[src/source/mipsIsaPkg.sv]
`default_nettype none

package mipsIsaPkg;

    // primary opcode field, instr[31:26]
    typedef enum logic [5:0] {
        OP_SPECIAL = 6'h00,
        OP_J       = 6'h02,
        OP_BEQ     = 6'h04,
        OP_BNE     = 6'h05,
        OP_ADDIU   = 6'h09,
        OP_LW      = 6'h23,
        OP_SW      = 6'h2b
    } opcodeE;

    // function field of SPECIAL, instr[5:0]
    typedef enum logic [5:0] {
        FN_SLL  = 6'h00,
        FN_ADDU = 6'h21,
        FN_SUBU = 6'h23,
        FN_AND  = 6'h24,
        FN_OR   = 6'h25,
        FN_SLT  = 6'h2a
    } functE;

    typedef enum logic [2:0] {
        ALU_ADD,
        ALU_SUB,
        ALU_AND,
        ALU_OR,
        ALU_SLT,    // signed compare
        ALU_SLL     // shifts the second operand by shamt
    } aluOpE;

endpackage

`default_nettype wire

[src/source/pipeCtrlPkg.sv]
`default_nettype none

package pipeCtrlPkg;

    import mipsIsaPkg::*;

    // travels with each instruction from decode to writeback
    typedef struct packed {
        logic  regWrite;
        logic  memRead;
        logic  memWrite;
        logic  aluSrcImm;   // sign-extended immediate replaces rt
        logic  branchEq;
        logic  branchNe;
        aluOpE aluOp;
    } ctrlT;

    typedef enum logic [1:0] {
        FWD_REGFILE  = 2'd0,
        FWD_FROM_MEM = 2'd1,
        FWD_FROM_WB  = 2'd2
    } fwdSelE;

endpackage

`default_nettype wire

[src/source/exMemIf.sv]
`timescale 1ns/1ps
`default_nettype none

interface exMemIf
    import pipeCtrlPkg::*;
();

    logic        valid;
    ctrlT        ctrl;
    logic [31:0] aluResult;    // also the data memory address
    logic [31:0] storeData;    // forwarded rt value for SW
    logic [4:0]  destReg;

    modport exStage (
        output valid, ctrl, aluResult, storeData, destReg
    );

    modport memStage (
        input valid, ctrl, aluResult, storeData, destReg
    );

endinterface

`default_nettype wire

[src/source/decodeStage.sv]
`timescale 1ns/1ps
`default_nettype none

module decodeStage
    import mipsIsaPkg::*;
    import pipeCtrlPkg::*;
(
    input  wire         clk_i,
    input  wire         arstN_i,
    input  wire  [31:0] instrD_i,
    input  wire  [31:0] pcPlus4D_i,
    input  wire         validD_i,
    input  wire         stall_i,     // hold ID/EX
    input  wire         flush_i,     // bubble into ID/EX
    input  wire         wbEn_i,
    input  wire  [4:0]  wbAddr_i,
    input  wire  [31:0] wbData_i,
    output logic [4:0]  rsD_o,
    output logic [4:0]  rtD_o,
    output logic        jumpTaken_o,
    output logic [31:0] jumpTarget_o,
    output ctrlT        ctrlE_o,
    output logic [31:0] rsValE_o,
    output logic [31:0] rtValE_o,
    output logic [31:0] immE_o,
    output logic [4:0]  shamtE_o,
    output logic [4:0]  rsE_o,
    output logic [4:0]  rtE_o,
    output logic [4:0]  destE_o,
    output logic [31:0] pcPlus4E_o,
    output logic        validE_o
);

    opcodeE      opcode;
    functE       funct;
    ctrlT        ctrl;
    logic [4:0]  dest;
    logic [31:0] imm;
    logic [31:0] rsVal;
    logic [31:0] rtVal;
    logic [31:0] regFile [32];
    logic        issue;

    assign opcode = opcodeE'(instrD_i[31:26]);
    assign funct  = functE'(instrD_i[5:0]);
    assign rsD_o  = instrD_i[25:21];
    assign rtD_o  = instrD_i[20:16];
    assign imm    = {{16{instrD_i[15]}}, instrD_i[15:0]};
    assign issue  = validD_i && !flush_i;

    // J resolves here, one bubble
    assign jumpTaken_o  = validD_i && opcode == OP_J;
    assign jumpTarget_o = {pcPlus4D_i[31:28], instrD_i[25:0], 2'b00};

    always_comb begin
        ctrl = '0;              // unknown encodings act as a nop
        dest = rtD_o;
        case (opcode)
            OP_SPECIAL: begin
                dest          = instrD_i[15:11];
                ctrl.regWrite = 1'b1;
                case (funct)
                    FN_ADDU: ctrl.aluOp = ALU_ADD;
                    FN_SUBU: ctrl.aluOp = ALU_SUB;
                    FN_AND:  ctrl.aluOp = ALU_AND;
                    FN_OR:   ctrl.aluOp = ALU_OR;
                    FN_SLT:  ctrl.aluOp = ALU_SLT;
                    FN_SLL:  ctrl.aluOp = ALU_SLL;
                    default: ctrl.regWrite = 1'b0;
                endcase
            end
            OP_ADDIU: begin
                ctrl.regWrite  = 1'b1;
                ctrl.aluSrcImm = 1'b1;
            end
            OP_LW: begin
                ctrl.regWrite  = 1'b1;
                ctrl.memRead   = 1'b1;
                ctrl.aluSrcImm = 1'b1;
            end
            OP_SW: begin
                ctrl.memWrite  = 1'b1;
                ctrl.aluSrcImm = 1'b1;
            end
            OP_BEQ:  ctrl.branchEq = 1'b1;
            OP_BNE:  ctrl.branchNe = 1'b1;
            default: ctrl = '0;
        endcase
        if (dest == 5'd0) begin
            ctrl.regWrite = 1'b0;   // r0 stays zero, never reaches writeback
        end
    end

    always_ff @(posedge clk_i) begin
        if (wbEn_i && wbAddr_i != 5'd0) begin
            regFile[wbAddr_i] <= wbData_i;
        end
    end

    // same-cycle writeback bypass
    assign rsVal = (rsD_o == 5'd0) ? 32'd0 :
                   (wbEn_i && wbAddr_i == rsD_o) ? wbData_i : regFile[rsD_o];
    assign rtVal = (rtD_o == 5'd0) ? 32'd0 :
                   (wbEn_i && wbAddr_i == rtD_o) ? wbData_i : regFile[rtD_o];

    // ID/EX
    always_ff @(posedge clk_i or negedge arstN_i) begin
        if (!arstN_i) begin
            validE_o <= 1'b0;
            ctrlE_o  <= '0;
        end else if (!stall_i) begin
            validE_o <= issue;
            ctrlE_o  <= issue ? ctrl : '0;
        end
    end

    always_ff @(posedge clk_i) begin
        if (!stall_i) begin
            rsValE_o   <= rsVal;
            rtValE_o   <= rtVal;
            immE_o     <= imm;
            shamtE_o   <= instrD_i[10:6];
            rsE_o      <= rsD_o;
            rtE_o      <= rtD_o;
            destE_o    <= dest;
            pcPlus4E_o <= pcPlus4D_i;
        end else begin
            // held slot would lose a producer leaving WB, so snoop the write
            if (wbEn_i && wbAddr_i == rsE_o) begin
                rsValE_o <= wbData_i;
            end
            if (wbEn_i && wbAddr_i == rtE_o) begin
                rtValE_o <= wbData_i;
            end
        end
    end

endmodule

`default_nettype wire

[src/source/executeStage.sv]
`timescale 1ns/1ps
`default_nettype none

module executeStage
    import mipsIsaPkg::*;
    import pipeCtrlPkg::*;
(
    input  wire         clk_i,
    input  wire         arstN_i,
    input  wire         stall_i,
    input  wire ctrlT   ctrlE_i,
    input  wire  [31:0] rsValE_i,
    input  wire  [31:0] rtValE_i,
    input  wire  [31:0] immE_i,
    input  wire  [4:0]  shamtE_i,
    input  wire  [4:0]  destE_i,
    input  wire  [31:0] pcPlus4E_i,
    input  wire         validE_i,
    input  wire fwdSelE fwdA_i,
    input  wire fwdSelE fwdB_i,
    input  wire  [31:0] wbData_i,
    output logic        branchTaken_o,
    output logic [31:0] branchTarget_o,
    exMemIf.exStage     exMem
);

    logic [31:0] srcA;
    logic [31:0] rtFwd;     // forwarded rt, before the immediate mux
    logic [31:0] srcB;
    logic [31:0] aluResult;

    always_comb begin
        case (fwdA_i)
            FWD_FROM_MEM: srcA = exMem.aluResult;
            FWD_FROM_WB:  srcA = wbData_i;
            default:      srcA = rsValE_i;
        endcase
        case (fwdB_i)
            FWD_FROM_MEM: rtFwd = exMem.aluResult;
            FWD_FROM_WB:  rtFwd = wbData_i;
            default:      rtFwd = rtValE_i;
        endcase
    end

    assign srcB = ctrlE_i.aluSrcImm ? immE_i : rtFwd;

    always_comb begin
        case (ctrlE_i.aluOp)
            ALU_SUB: aluResult = srcA - srcB;
            ALU_AND: aluResult = srcA & srcB;
            ALU_OR:  aluResult = srcA | srcB;
            ALU_SLT: aluResult = {31'd0, $signed(srcA) < $signed(srcB)};
            ALU_SLL: aluResult = srcB << shamtE_i;
            default: aluResult = srcA + srcB;
        endcase
    end

    // predicted not taken, a hit costs two bubbles
    assign branchTaken_o  = validE_i && ((ctrlE_i.branchEq && srcA == rtFwd) ||
                                         (ctrlE_i.branchNe && srcA != rtFwd));
    assign branchTarget_o = pcPlus4E_i + {immE_i[29:0], 2'b00};

    // EX/MEM
    always_ff @(posedge clk_i or negedge arstN_i) begin
        if (!arstN_i) begin
            exMem.valid <= 1'b0;
            exMem.ctrl  <= '0;
        end else if (!stall_i) begin
            exMem.valid <= validE_i;
            exMem.ctrl  <= ctrlE_i;     // bubbles already carry zero control
        end
    end

    always_ff @(posedge clk_i) begin
        if (!stall_i) begin
            exMem.aluResult <= aluResult;
            exMem.storeData <= rtFwd;
            exMem.destReg   <= destE_i;
        end
    end

endmodule

`default_nettype wire

[src/source/fetchStage.sv]
`timescale 1ns/1ps
`default_nettype none

module fetchStage #(
    parameter logic [31:0] resetPc = 32'h0000_0000
) (
    input  wire         clk_i,
    input  wire         arstN_i,
    input  wire         stall_i,
    input  wire         flush_i,
    input  wire         jumpTaken_i,
    input  wire  [31:0] jumpTarget_i,
    input  wire         branchTaken_i,
    input  wire  [31:0] branchTarget_i,
    output logic [31:0] imemAddr_o,
    input  wire  [31:0] imemRdata_i,
    output logic [31:0] instrD_o,
    output logic [31:0] pcPlus4D_o,
    output logic        validD_o
);

    logic [31:0] pc;
    logic [31:0] pcPlus4;

    assign pcPlus4    = pc + 32'd4;
    assign imemAddr_o = pc;

    always_ff @(posedge clk_i or negedge arstN_i) begin
        if (!arstN_i) begin
            pc <= resetPc;
        end else if (!stall_i) begin
            if (branchTaken_i) begin
                pc <= branchTarget_i;   // older instruction, so it wins over a jump
            end else if (jumpTaken_i) begin
                pc <= jumpTarget_i;
            end else begin
                pc <= pcPlus4;
            end
        end
    end

    // IF/ID
    always_ff @(posedge clk_i or negedge arstN_i) begin
        if (!arstN_i) begin
            validD_o <= 1'b0;
        end else if (!stall_i) begin
            validD_o <= !flush_i;   // squash the wrong-path fetch
        end
    end

    always_ff @(posedge clk_i) begin
        if (!stall_i) begin
            instrD_o   <= imemRdata_i;
            pcPlus4D_o <= pcPlus4;
        end
    end

endmodule

`default_nettype wire

[src/source/hazardUnit.sv]
`timescale 1ns/1ps
`default_nettype none

module hazardUnit
    import pipeCtrlPkg::*;
(
    input  wire  [4:0] rsD_i, rtD_i,
    input  wire  [4:0] rsE_i, rtE_i,
    input  wire  [4:0] destE_i,
    input  wire        loadE_i,
    input  wire        regWriteE_i,
    input  wire  [4:0] destM_i,
    input  wire        regWriteM_i,
    input  wire  [4:0] wbAddr_i,
    input  wire        wbEn_i,
    input  wire        branchTaken_i,
    input  wire        jumpTaken_i,
    input  wire        memBusy_i,
    output logic       stallFD_o,
    output logic       flushD_o,
    output logic       flushE_o,
    output fwdSelE     fwdA_o,
    output fwdSelE     fwdB_o
);

    logic loadUse;

    function automatic fwdSelE pickSource(input logic [4:0] src);
        pickSource = FWD_REGFILE;
        if (src != 5'd0 && wbEn_i && wbAddr_i == src) begin
            pickSource = FWD_FROM_WB;
        end
        if (src != 5'd0 && regWriteM_i && destM_i == src) begin
            pickSource = FWD_FROM_MEM;  // younger producer overrides
        end
    endfunction

    always_comb begin
        fwdA_o = pickSource(rsE_i);
        fwdB_o = pickSource(rtE_i);
    end

    // load result is not ready until it reaches WB
    assign loadUse = loadE_i && regWriteE_i && destE_i != 5'd0 &&
                     (destE_i == rsD_i || destE_i == rtD_i);

    assign stallFD_o = loadUse || memBusy_i;
    assign flushD_o  = branchTaken_i || jumpTaken_i;
    assign flushE_o  = branchTaken_i || loadUse;   // stages ignore it while held

endmodule

`default_nettype wire

[src/source/memStage.sv]
`timescale 1ns/1ps
`default_nettype none

module memStage (
    input  wire         clk_i,
    input  wire         arstN_i,
    exMemIf.memStage    exMem,
    output logic        dmemReq_o,
    output logic        dmemWe_o,
    output logic [31:0] dmemAddr_o,
    output logic [31:0] dmemWdata_o,
    input  wire         dmemAck_i,
    input  wire  [31:0] dmemRdata_i,
    output logic        memBusy_o,
    output logic        wbEn_o,
    output logic [4:0]  wbAddr_o,
    output logic [31:0] wbData_o
);

    typedef enum logic [1:0] {
        IDLE,
        WAIT_ACK,
        WAIT_RELEASE
    } memStateE;

    memStateE    state;
    memStateE    stateNext;
    logic        memOp;
    logic        done;      // instruction leaves MEM this cycle
    logic [31:0] loadData;

    assign memOp = exMem.valid && (exMem.ctrl.memRead || exMem.ctrl.memWrite);

    always_comb begin
        stateNext = state;
        case (state)
            IDLE: begin
                if (memOp) begin
                    stateNext = WAIT_ACK;
                end
            end
            WAIT_ACK: begin
                if (dmemAck_i) begin
                    stateNext = WAIT_RELEASE;
                end
            end
            WAIT_RELEASE: begin
                if (!dmemAck_i) begin
                    stateNext = IDLE;
                end
            end
            default: stateNext = IDLE;
        endcase
    end

    always_ff @(posedge clk_i or negedge arstN_i) begin
        if (!arstN_i) begin
            state <= IDLE;
        end else begin
            state <= stateNext;
        end
    end

    // EX/MEM is frozen during the access, so these hold while req is up
    assign dmemReq_o   = state == WAIT_ACK;
    assign dmemWe_o    = exMem.ctrl.memWrite;
    assign dmemAddr_o  = exMem.aluResult;
    assign dmemWdata_o = exMem.storeData;

    assign done      = (state == IDLE && !memOp) || (state == WAIT_RELEASE && !dmemAck_i);
    assign memBusy_o = !done;

    always_ff @(posedge clk_i) begin
        if (state == WAIT_ACK && dmemAck_i) begin
            loadData <= dmemRdata_i;
        end
    end

    // MEM/WB, one enable pulse per instruction
    always_ff @(posedge clk_i or negedge arstN_i) begin
        if (!arstN_i) begin
            wbEn_o <= 1'b0;
        end else begin
            wbEn_o <= done && exMem.valid && exMem.ctrl.regWrite;
        end
    end

    always_ff @(posedge clk_i) begin
        if (done) begin
            wbAddr_o <= exMem.destReg;
            wbData_o <= exMem.ctrl.memRead ? loadData : exMem.aluResult;
        end
    end

endmodule

`default_nettype wire

[src/source/mipsCore.sv]
`timescale 1ns/1ps
`default_nettype none

module mipsCore
    import pipeCtrlPkg::*;
#(
    parameter logic [31:0] resetPc = 32'h0000_0000
) (
    input  wire         clk_i,
    input  wire         arstN_i,
    output logic [31:0] imemAddr_o,
    input  wire  [31:0] imemRdata_i,
    output logic        dmemReq_o,
    output logic        dmemWe_o,
    output logic [31:0] dmemAddr_o,
    output logic [31:0] dmemWdata_o,
    input  wire         dmemAck_i,
    input  wire  [31:0] dmemRdata_i,
    output logic        wbEn_o,
    output logic [4:0]  wbAddr_o,
    output logic [31:0] wbData_o
);

    // IF/ID
    logic [31:0] instrD, pcPlus4D;
    logic        validD;
    // ID/EX
    ctrlT        ctrlE;
    logic [31:0] rsValE, rtValE, immE, pcPlus4E;
    logic [4:0]  shamtE, rsE, rtE, destE, rsD, rtD;
    logic        validE;
    // redirects and hazard control
    logic        jumpTaken, branchTaken;
    logic [31:0] jumpTarget, branchTarget;
    logic        stallFD, flushD, flushE, memBusy;
    fwdSelE      fwdA, fwdB;

    exMemIf exMemBus ();

    fetchStage #(.resetPc(resetPc)) fetchStage_i (
        .clk_i(clk_i), .arstN_i(arstN_i),
        .stall_i(stallFD), .flush_i(flushD),
        .jumpTaken_i(jumpTaken), .jumpTarget_i(jumpTarget),
        .branchTaken_i(branchTaken), .branchTarget_i(branchTarget),
        .imemAddr_o(imemAddr_o), .imemRdata_i(imemRdata_i),
        .instrD_o(instrD), .pcPlus4D_o(pcPlus4D), .validD_o(validD)
    );

    decodeStage decodeStage_i (
        .clk_i(clk_i), .arstN_i(arstN_i),
        .instrD_i(instrD), .pcPlus4D_i(pcPlus4D), .validD_i(validD),
        .stall_i(memBusy), .flush_i(flushE),     // whole pipe holds on memory
        .wbEn_i(wbEn_o), .wbAddr_i(wbAddr_o), .wbData_i(wbData_o),
        .rsD_o(rsD), .rtD_o(rtD),
        .jumpTaken_o(jumpTaken), .jumpTarget_o(jumpTarget),
        .ctrlE_o(ctrlE), .rsValE_o(rsValE), .rtValE_o(rtValE), .immE_o(immE),
        .shamtE_o(shamtE), .rsE_o(rsE), .rtE_o(rtE), .destE_o(destE),
        .pcPlus4E_o(pcPlus4E), .validE_o(validE)
    );

    executeStage executeStage_i (
        .clk_i(clk_i), .arstN_i(arstN_i), .stall_i(memBusy),
        .ctrlE_i(ctrlE), .rsValE_i(rsValE), .rtValE_i(rtValE), .immE_i(immE),
        .shamtE_i(shamtE), .destE_i(destE), .pcPlus4E_i(pcPlus4E), .validE_i(validE),
        .fwdA_i(fwdA), .fwdB_i(fwdB), .wbData_i(wbData_o),
        .branchTaken_o(branchTaken), .branchTarget_o(branchTarget),
        .exMem(exMemBus)
    );

    memStage memStage_i (
        .clk_i(clk_i), .arstN_i(arstN_i), .exMem(exMemBus),
        .dmemReq_o(dmemReq_o), .dmemWe_o(dmemWe_o),
        .dmemAddr_o(dmemAddr_o), .dmemWdata_o(dmemWdata_o),
        .dmemAck_i(dmemAck_i), .dmemRdata_i(dmemRdata_i),
        .memBusy_o(memBusy),
        .wbEn_o(wbEn_o), .wbAddr_o(wbAddr_o), .wbData_o(wbData_o)
    );

    hazardUnit hazardUnit_i (
        .rsD_i(rsD), .rtD_i(rtD), .rsE_i(rsE), .rtE_i(rtE),
        .destE_i(destE), .loadE_i(ctrlE.memRead), .regWriteE_i(ctrlE.regWrite),
        .destM_i(exMemBus.destReg), .regWriteM_i(exMemBus.ctrl.regWrite),
        .wbAddr_i(wbAddr_o), .wbEn_i(wbEn_o),
        .branchTaken_i(branchTaken), .jumpTaken_i(jumpTaken), .memBusy_i(memBusy),
        .stallFD_o(stallFD), .flushD_o(flushD), .flushE_o(flushE),
        .fwdA_o(fwdA), .fwdB_o(fwdB)
    );

endmodule

`default_nettype wire

[config.mk]
export PLATFORM = sky130hd
export DESIGN_NAME = mipsCore
export DESIGN_NICKNAME = d
export VERILOG_FILES = /design/src/source/mipsIsaPkg.sv /design/src/source/pipeCtrlPkg.sv /design/src/source/exMemIf.sv /design/src/source/decodeStage.sv /design/src/source/executeStage.sv /design/src/source/fetchStage.sv /design/src/source/hazardUnit.sv /design/src/source/memStage.sv /design/src/source/mipsCore.sv
export SDC_FILE = /design/constraint.sdc
export NUM_CORES = 2
export LEC_CHECK = 0
export ABC_CLOCK_PERIOD_IN_PS = 7800
export BUFFER_PORTS_ARGS = -buffer_cell sky130_fd_sc_hd__buf_2
export CAP_MARGIN = 20
export CORE_MARGIN = 4
export CORE_UTILIZATION = 35
export DETAILED_ROUTE_END_ITERATION = 16
export MAX_ROUTING_LAYER = met4
export PLACE_DENSITY_LB_ADDON = 0.1
export SLEW_MARGIN = 25
export SYNTH_ARGS = -nofsm -noshare
export SYNTH_HDL_FRONTEND = slang
export SYNTH_SLANG_ARGS = --single-unit
[constraint.sdc]
create_clock -name clk_i -period 7.8 [get_ports clk_i]
set_clock_uncertainty 0.05 [all_clocks]
set_input_delay 0.78 -clock clk_i [delete_from_list [all_inputs] [get_ports clk_i]]
set_output_delay 0.78 -clock clk_i [all_outputs]
set_load 0.1 [all_outputs]
==> Word level (Yosys, flattened, before mapping) <==
Memory sizes are Yosys's and may differ from the RTL's. A register that Yosys moved wholly into a read port is not among the register bits.
Index checks and enable logic that the tools add are counted.
{ "totals": {"ff_bits": 384, "latchBits": 0, "mem_bits_rw": 1024, "romBits": 0, "input_bits": 67, "elab_cells": 170, "n_memories": 1} }
{ "op_classes": {"n_addsub": 4, "n_mul": 0, "div": 0, "magnitude_cmp": 1, "n_eq_ne": 35, "shifts": 1, "muxes": 39, "bitwise_logic": 2, "n_reduce_logical": 55} }
{ "mem_list": {"columns": ["memory", "words", "width", "read_ports", "rd_clocked_by_memory_dff", "wr", "line", "rtl"], "rows": [
  ["decodeStage_i.regFile", 32, 32, 2, 2, 1, "decodeStage.sv:41", "logic [31:0] regFile [32];"]
]} }
{ "ops": {"columns": ["operator", "n"], "rows": [
  ["$mux W32", 12],
  ["$pmux W32 S5", 1],
  ["$pmux W32 S2", 2],
  ["$add A32 B32 Y32", 2],
  ["$eq A6 B6 Y1 const B", 7],
  ["$eq A5 B5 Y1", 8],
  ["$add A32 B3 Y32 const B", 1],
  ["$and A32 B32 Y32", 1],
  ["$eq A32 B32 Y1", 1],
  ["$lt A32 B32 Y1", 1],
  ["$ne A32 B32 Y1", 1],
  ["$or A32 B32 Y32", 1],
  ["$shl A32 B5 Y32", 1],
  ["$sub A32 B32 Y32", 1],
  ["$logic_and A1 B1 Y1", 27],
  ["$reduce_bool A5 Y1", 4],
  ["$logic_not A5 Y1", 3],
  ["$mux W5", 3],
  ["$pmux W3 S5", 1],
  ["$mux W2", 7],
  ["$eq A6 B3 Y1 const B", 2],
  ["$logic_not A6 Y1", 2],
  ["$mux W1", 9],
  ["$mux W9", 1],
  ["20 further kinds", 38]
]} }

==> Logic depth before layout (Yosys ltp) <==
{ "depth": {"ltp_word": 15, "mapped_depth": 23, "mapped_depth_nobuf": 20} }

==> Hierarchy <==
From an unflattened synthesis, not the netlist that was laid out.
{ "hier_totals": {"hier_cells": 4980, "area_unflattened_um2": 74949.4} }
{ "by_module_without_submodules": {"columns": ["mod", "instances", "cells_per_inst", "area_each_um2", "seq_area_each_um2"], "rows": [
  ["decodeStage", 1, 2575, 52912.0, 34813.4],
  ["executeStage", 1, 1745, 13551.7, 2322.2],
  ["fetchStage", 1, 421, 4809.6, 2747.6],
  ["memStage", 1, 185, 3224.3, 2147.1],
  ["hazardUnit", 1, 54, 451.7, 0.0]
]} }

==> Least setup slack after synthesis <==
OpenSTA, ideal clock, no wires.
{ "synth_path": {"path_kind": "flip-flop to flip-flop", "start": "register executeStage_i.exMem.ctrl[6] (netlist name)", "end": "register decodeStage_i.rsValE_o[10], data pin", "setup_time_ns": 0.152, "t_arrival_ns": 6.732, "required_time_ns": 7.598, "setup_slack_ns": 0.866, "stages_incl_launch_ff": 10, "n_path_buf": 2, "cell_sequence": "dfrtp_1 > o21ai_0 > nor2_1 > a211o_1 > clkbuf_1 > clkinv_1 > o21ai_1 > clkbuf_1 > nand2_1 > o21ai_0"} }
{ "synth_between": {"elab_chain_len": 6} }
{ "synth_rtl": {"columns": ["element", "line", "rtl"], "rows": [
  ["$logic_or A1 B1 Y1", "memStage.sv:32", "assign memOp = exMem.valid && (exMem.ctrl.memRead || exMem.ctrl.memWrite);"],
  ["$logic_and A1 B1 Y1", "memStage.sv:32", null],
  ["$logic_not A1 Y1", "memStage.sv:70", "assign done = (state == IDLE && !memOp) || (state == WAIT_RELEASE && !dmemAck_i);"],
  ["$logic_and A1 B1 Y1", "memStage.sv:70", null],
  ["$logic_or A1 B1 Y1", "memStage.sv:70", null],
  ["$mux W32", "decodeStage.sv:118", "if (!stall_i) begin"],
  ["end signal, assigned", "decodeStage.sv:119", "rsValE_o <= rsVal;"],
  ["end signal, assigned", "decodeStage.sv:130", "rsValE_o <= wbData_i;"],
  ["end, declared", "decodeStage.sv:23", "output logic [31:0] rsValE_o,"]
]} }
Every way passes these cells.
A chain may end at the register's enable or synchronous reset.

==> Final worst setup path <==
{ "layout_path": {"start": "register memStage_i.wbAddr_o[3]", "end": "register executeStage_i.exMem.aluResult[30], data pin"} }
{ "layout_between": {"elab_chain_len": 9, "elab_cells_between_ends": 21} }
{ "layout_rtl": {"columns": ["element", "line", "rtl"], "rows": [
  ["start, declared", "memStage.sv:16", "output logic [4:0] wbAddr_o,"],
  ["start signal, assigned", "memStage.sv:90", "wbAddr_o <= exMem.destReg;"],
  ["$eq A5 B5 Y1 *", "hazardUnit.sv:30", "if (src != 5'd0 && wbEn_i && wbAddr_i == src) begin"],
  ["$logic_and A1 B1 Y1 *", "hazardUnit.sv:30", null],
  ["$mux W2 *", "hazardUnit.sv:30", null],
  ["$mux W2 *", "hazardUnit.sv:33", "if (src != 5'd0 && regWriteM_i && destM_i == src) begin"],
  ["$eq A2 B2 Y1 / $eq A2 B1 Y1 (equally long branches)", "executeStage.sv:38", "case (fwdB_i)"],
  ["$pmux W32 S2 *", "executeStage.sv:38", null],
  ["named net executeStage_i.rtFwd[14]", "executeStage.sv:28", "logic [31:0] rtFwd;"],
  ["$mux W32 *", "executeStage.sv:45", "assign srcB = ctrlE_i.aluSrcImm ? immE_i : rtFwd;"],
  ["$add A32 B32 Y32 (tied with other cells)", "executeStage.sv:54", "default: aluResult = srcA + srcB;"],
  ["$pmux W32 S5 *", "executeStage.sv:48", "case (ctrlE_i.aluOp)"],
  ["named net executeStage_i.aluResult[30]", "executeStage.sv:30", "logic [31:0] aluResult;"],
  ["end, declared", "exMemIf.sv:15", "output valid, ctrl, aluResult, storeData, destReg"]
]} }
The timed path passes the listed nets; every way through them passes the cells marked *.

==> impl_metrics.py <==
metrics = {
    "logic_synthesis": {
        "ys_ff_latch": 1413,
        "syn_inst": 4585,
        "synth.distinct_cells": 88,
        "synth_commonest_cells": "1,353 x edfxtp_1, 649 x mux4_2, 255 x nand2_1, 246 x clkbuf_1, 244 x nor2_1",
        "synth_ff_type": "edfxtp_1",
        "syn_avg_cell_area_sq_um": 15.8,
        "synth_area_sq_um": 72300,
        "yosysTopAreaCell": "edfxtp_1",
        "synthMostInstantiatedCell": "edfxtp_1",
        "yosys-top-cells-area": "edfxtp_1 56%, mux4_2 20%, ha_1 2.2%",
        "synth-edff-count": 1353,
        "async_flop_share_pct": 3.54,
        "seq_area_frac_synth_pct": 58.2,
        "netlist.area_leader.share_pct": 56.2,
        "synth_warnings": 0,
    },
    "drt": {
        "drtIter0Drc": 4565,
        "drc": 0,
        "detail-route-antenna-nets": 0,
        "vias_per_cell": 5.96,
        "vias": 45600,
        "dr.pass1.iters": 7,
        "totalWireLength_um": 257000,
        "wire_per_inst_um": 33.5,
    },
    "setup_path": {
        "startpoint_type": "flop",
        "reg2reg_depth": 20,
        "cp_data_required_time_ns": 8.39,
        "crit_family": "compound AO/OA/AOI/OAI gates",
        "max_stage_delay_ns": 0.71,
        "cp_num_buf_inv": 2,
        "endpoint_kind": "flop",
        "reg2reg_slack_ns": 1.04,
        "cp_data_arrival_time_ns": 7.35,
        "path_class": "flop to flop",
        "critPathSlowestCell": "a2111oi_0",
        "crit_chain": "xnor2_1 > nand4_1 > buf_4 > buf_4 > o31ai_1 > a31oi_1 > nand2_1 > nand2_1 > ha_1 > and3_1 > nand4_1 > a2111oi_0 > o31a_1 > nor2_1 > a21oi_1 > a41oi_1 > o31ai_1 > a21o_1 > a211oi_1 > o31ai_1",
        "worstPathMaxFanout": 15,
        "rr_endpoint": "executeStage_i.exMem.aluResult[30]",
        "path_common_cell": "o31ai_1",
        "r2r_start": "memStage_i.wbAddr_o[3]",
    },
    "place": {
        "gp_congestion": 0.952,
        "place_ws_ns": 1.24,
        "hpwlAfterDp_um": 158000,
        "io_buffers": 202,
        "dp_cells": 7340,
    },
    "final_layout": {
        "final_nets": 5017,
        "syn_to_final_growth_pct": 14.3,
        "drive_gt1_share_pct": 28.9,
        "fin_cells": 7651,
    },
    "clock_tree": {
        "path_clk_slew_ns": 0.06,
        "cts_buffers": 166,
        "cts_hold_buf": 0,
        "post_cts_buffers": 0,
        "cts.sinks": 1413,
        "cts_tree": "done",
        "clockBufferDepth": 3,
        "cts_max_level": 4,
        "worstSkewPairLatency_ns": 0.83,
        "ctsResizeCount": 0,
        "clock-root-buffer": "clkbuf_16",
    },
    "timing": {
        "hold_viol": 0,
        "worst_slack_ns": 1.04,
        "slew_viol_final": 0,
        "maxSlewHeadroom_pct": 28.1,
        "fin_tns_setup_ns": 0,
        "tightest_slew_ns": 1.08,
        "max_freq_mhz": 148,
        "whs_ns": 0.0526,
        "fin_crit_sh_pct": 86.7,
        "setup-violations-final": 0,
        "finalCriticalPeriod_ns": 6.76,
        "rsz0062_at_grt": "false",
    },
    "global_route": {
        "antenna_found_initial": 11,
        "grt_max_degree": 113,
        "overflow": 0,
        "grt_usage_pct": 24.3,
        "grt_pass1_wl_um": 362000,
        "grt_pass1_vias": 45800,
    },
    "floorplanning": {
        "die_area_sq_um": 214000,
        "start_util_pct": 35.2,
        "die_x_um": 462,
        "rows": 166,
        "die_height_um": 462,
        "num_io_pins": 203,
        "core_sq_um": 205000,
    },
    "worst_hold_path": {
        "hold_path.class": "input pin to asynchronous set/reset pin",
    },
    "power_and_ir_drop": {
        "peakVddDrop_mv": 0.376,
        "power.density_nw_per_um2": 452,
        "leakage_nw": 27.4,
    },
    "run_status": {
        "status": "finished, final reports clean",
    },
    "run": {
        "cap_violations": 0,
    },
}
[where the power goes]
| group | internal, mW | switching, mW | total, mW |
|---|---|---|---|
| clock | 4.38 | 3.29 | 7.67 |
| sequential | 10.6 | 1.30 | 11.9 |
| combinational | 5.73 | 12.0 | 17.7 |
[how the worst max path moves through the flow]
stage | end | cells after the start | start | slack [ns]
floorplan | decodeStage_i.rsValE_o[10] | 9 | executeStage_i.exMem.ctrl[6] | 0.87
global placement | executeStage_i.exMem.aluResult[30] | 20 | memStage_i.wbAddr_o[3] | 1.30
detailed placement | executeStage_i.exMem.aluResult[30] | 20 | memStage_i.wbAddr_o[3] | 1.24
CTS | executeStage_i.exMem.aluResult[30] | 20 | memStage_i.wbAddr_o[3] | 1.18
global route | executeStage_i.exMem.aluResult[30] | 20 | memStage_i.wbAddr_o[3] | 0.51
finish | executeStage_i.exMem.aluResult[30] | 20 | memStage_i.wbAddr_o[3] | 1.04
[stage by stage]
step           area [sq um]  util [%]  power [mW]
5_1_grt               82600      40.3        39.1
4_1_cts               82600      40.3        37.5
3_3_place_gp          77200      37.6        29.8
2_1_floorplan         72400         -        23.8
6_report              82600      40.3        37.3
3_5_place_dp          77200      37.7        29.7
[cell type report]
cell class,count,area [sq um]
inverter,122,465
clock inverter,104,997
sequential,1413,42100
tap,2688,3360
multi-input combinational,2749,28900
antenna,6,15.0
clock buffer,200,4360
timing repair buffer,369,2420
fill,18700,122000
[layout by cell type (no fill, tap or decap), drive strengths merged, types with 20 or more instances in the layout]
cell type / count
nand2: 255
a31oi: 85
conb: 32
mux4: 649
mux2i: 111
xnor2: 107
xor2: 39
nor2: 245
dfrtp: 50
buf: 369
nand4: 89
o21ai: 166
edfxtp: 1353
o211ai: 21
or3: 23
nor3: 104
o22ai: 25
mux2: 76
ha: 126
nand2b: 20
clkbuf: 200
a21oi: 136
a21o: 24
clkinv: 84
inv: 124
o31ai: 79
o21a: 21
nand3: 53
[sequential cells by signal (all words and copies together), names as in the netlist, 12 cells and up, named ones only]
signal / flops
decodeStage_i.rtValE_o: 32
decodeStage_i.rsValE_o: 32
fetchStage_i.imemAddr_o: 32
executeStage_i.exMem.storeData: 32
memStage_i.loadData: 32
decodeStage_i.immE_o: 12
memStage_i.wbData_o: 32
decodeStage_i.pcPlus4E_o: 32
fetchStage_i.instrD_o: 32
executeStage_i.exMem.aluResult: 32
fetchStage_i.pcPlus4D_o: 32
decodeStage_i.regFile: 1024
[logic make-up (layout without fill, tap and decap cells)]
group                      Yosys count  after routing  share of synthesized area [%]
buffers and inverters              454            795                           2.44
and+or+nand+nor                    893            893                           5.82
xor gates and xnor gates           146            146                           1.77
adders and majority gates          129            129                           2.26
other                                1             38                        0.00519
muxes                              836            836                           23.0
AOI/OAI and AO/OA                  713            713                           6.49
DFF                               1413           1413                           58.2
[metal layers]
layer | part of all wire, % | vias to the layer above | track usage [%] | wire [um]
met5 | 0 | - | - | 0
li1 | - | 19200 | - | -
met4 | 3.3 | 0 | 7.37 | 8340
met2 | 47 | 1649 | 38.2 | 122000
met3 | 6.1 | 382 | 3.61 | 15500
met1 | 43 | 24400 | 32.8 | 111000
Power figures use the tool's default switching activity.
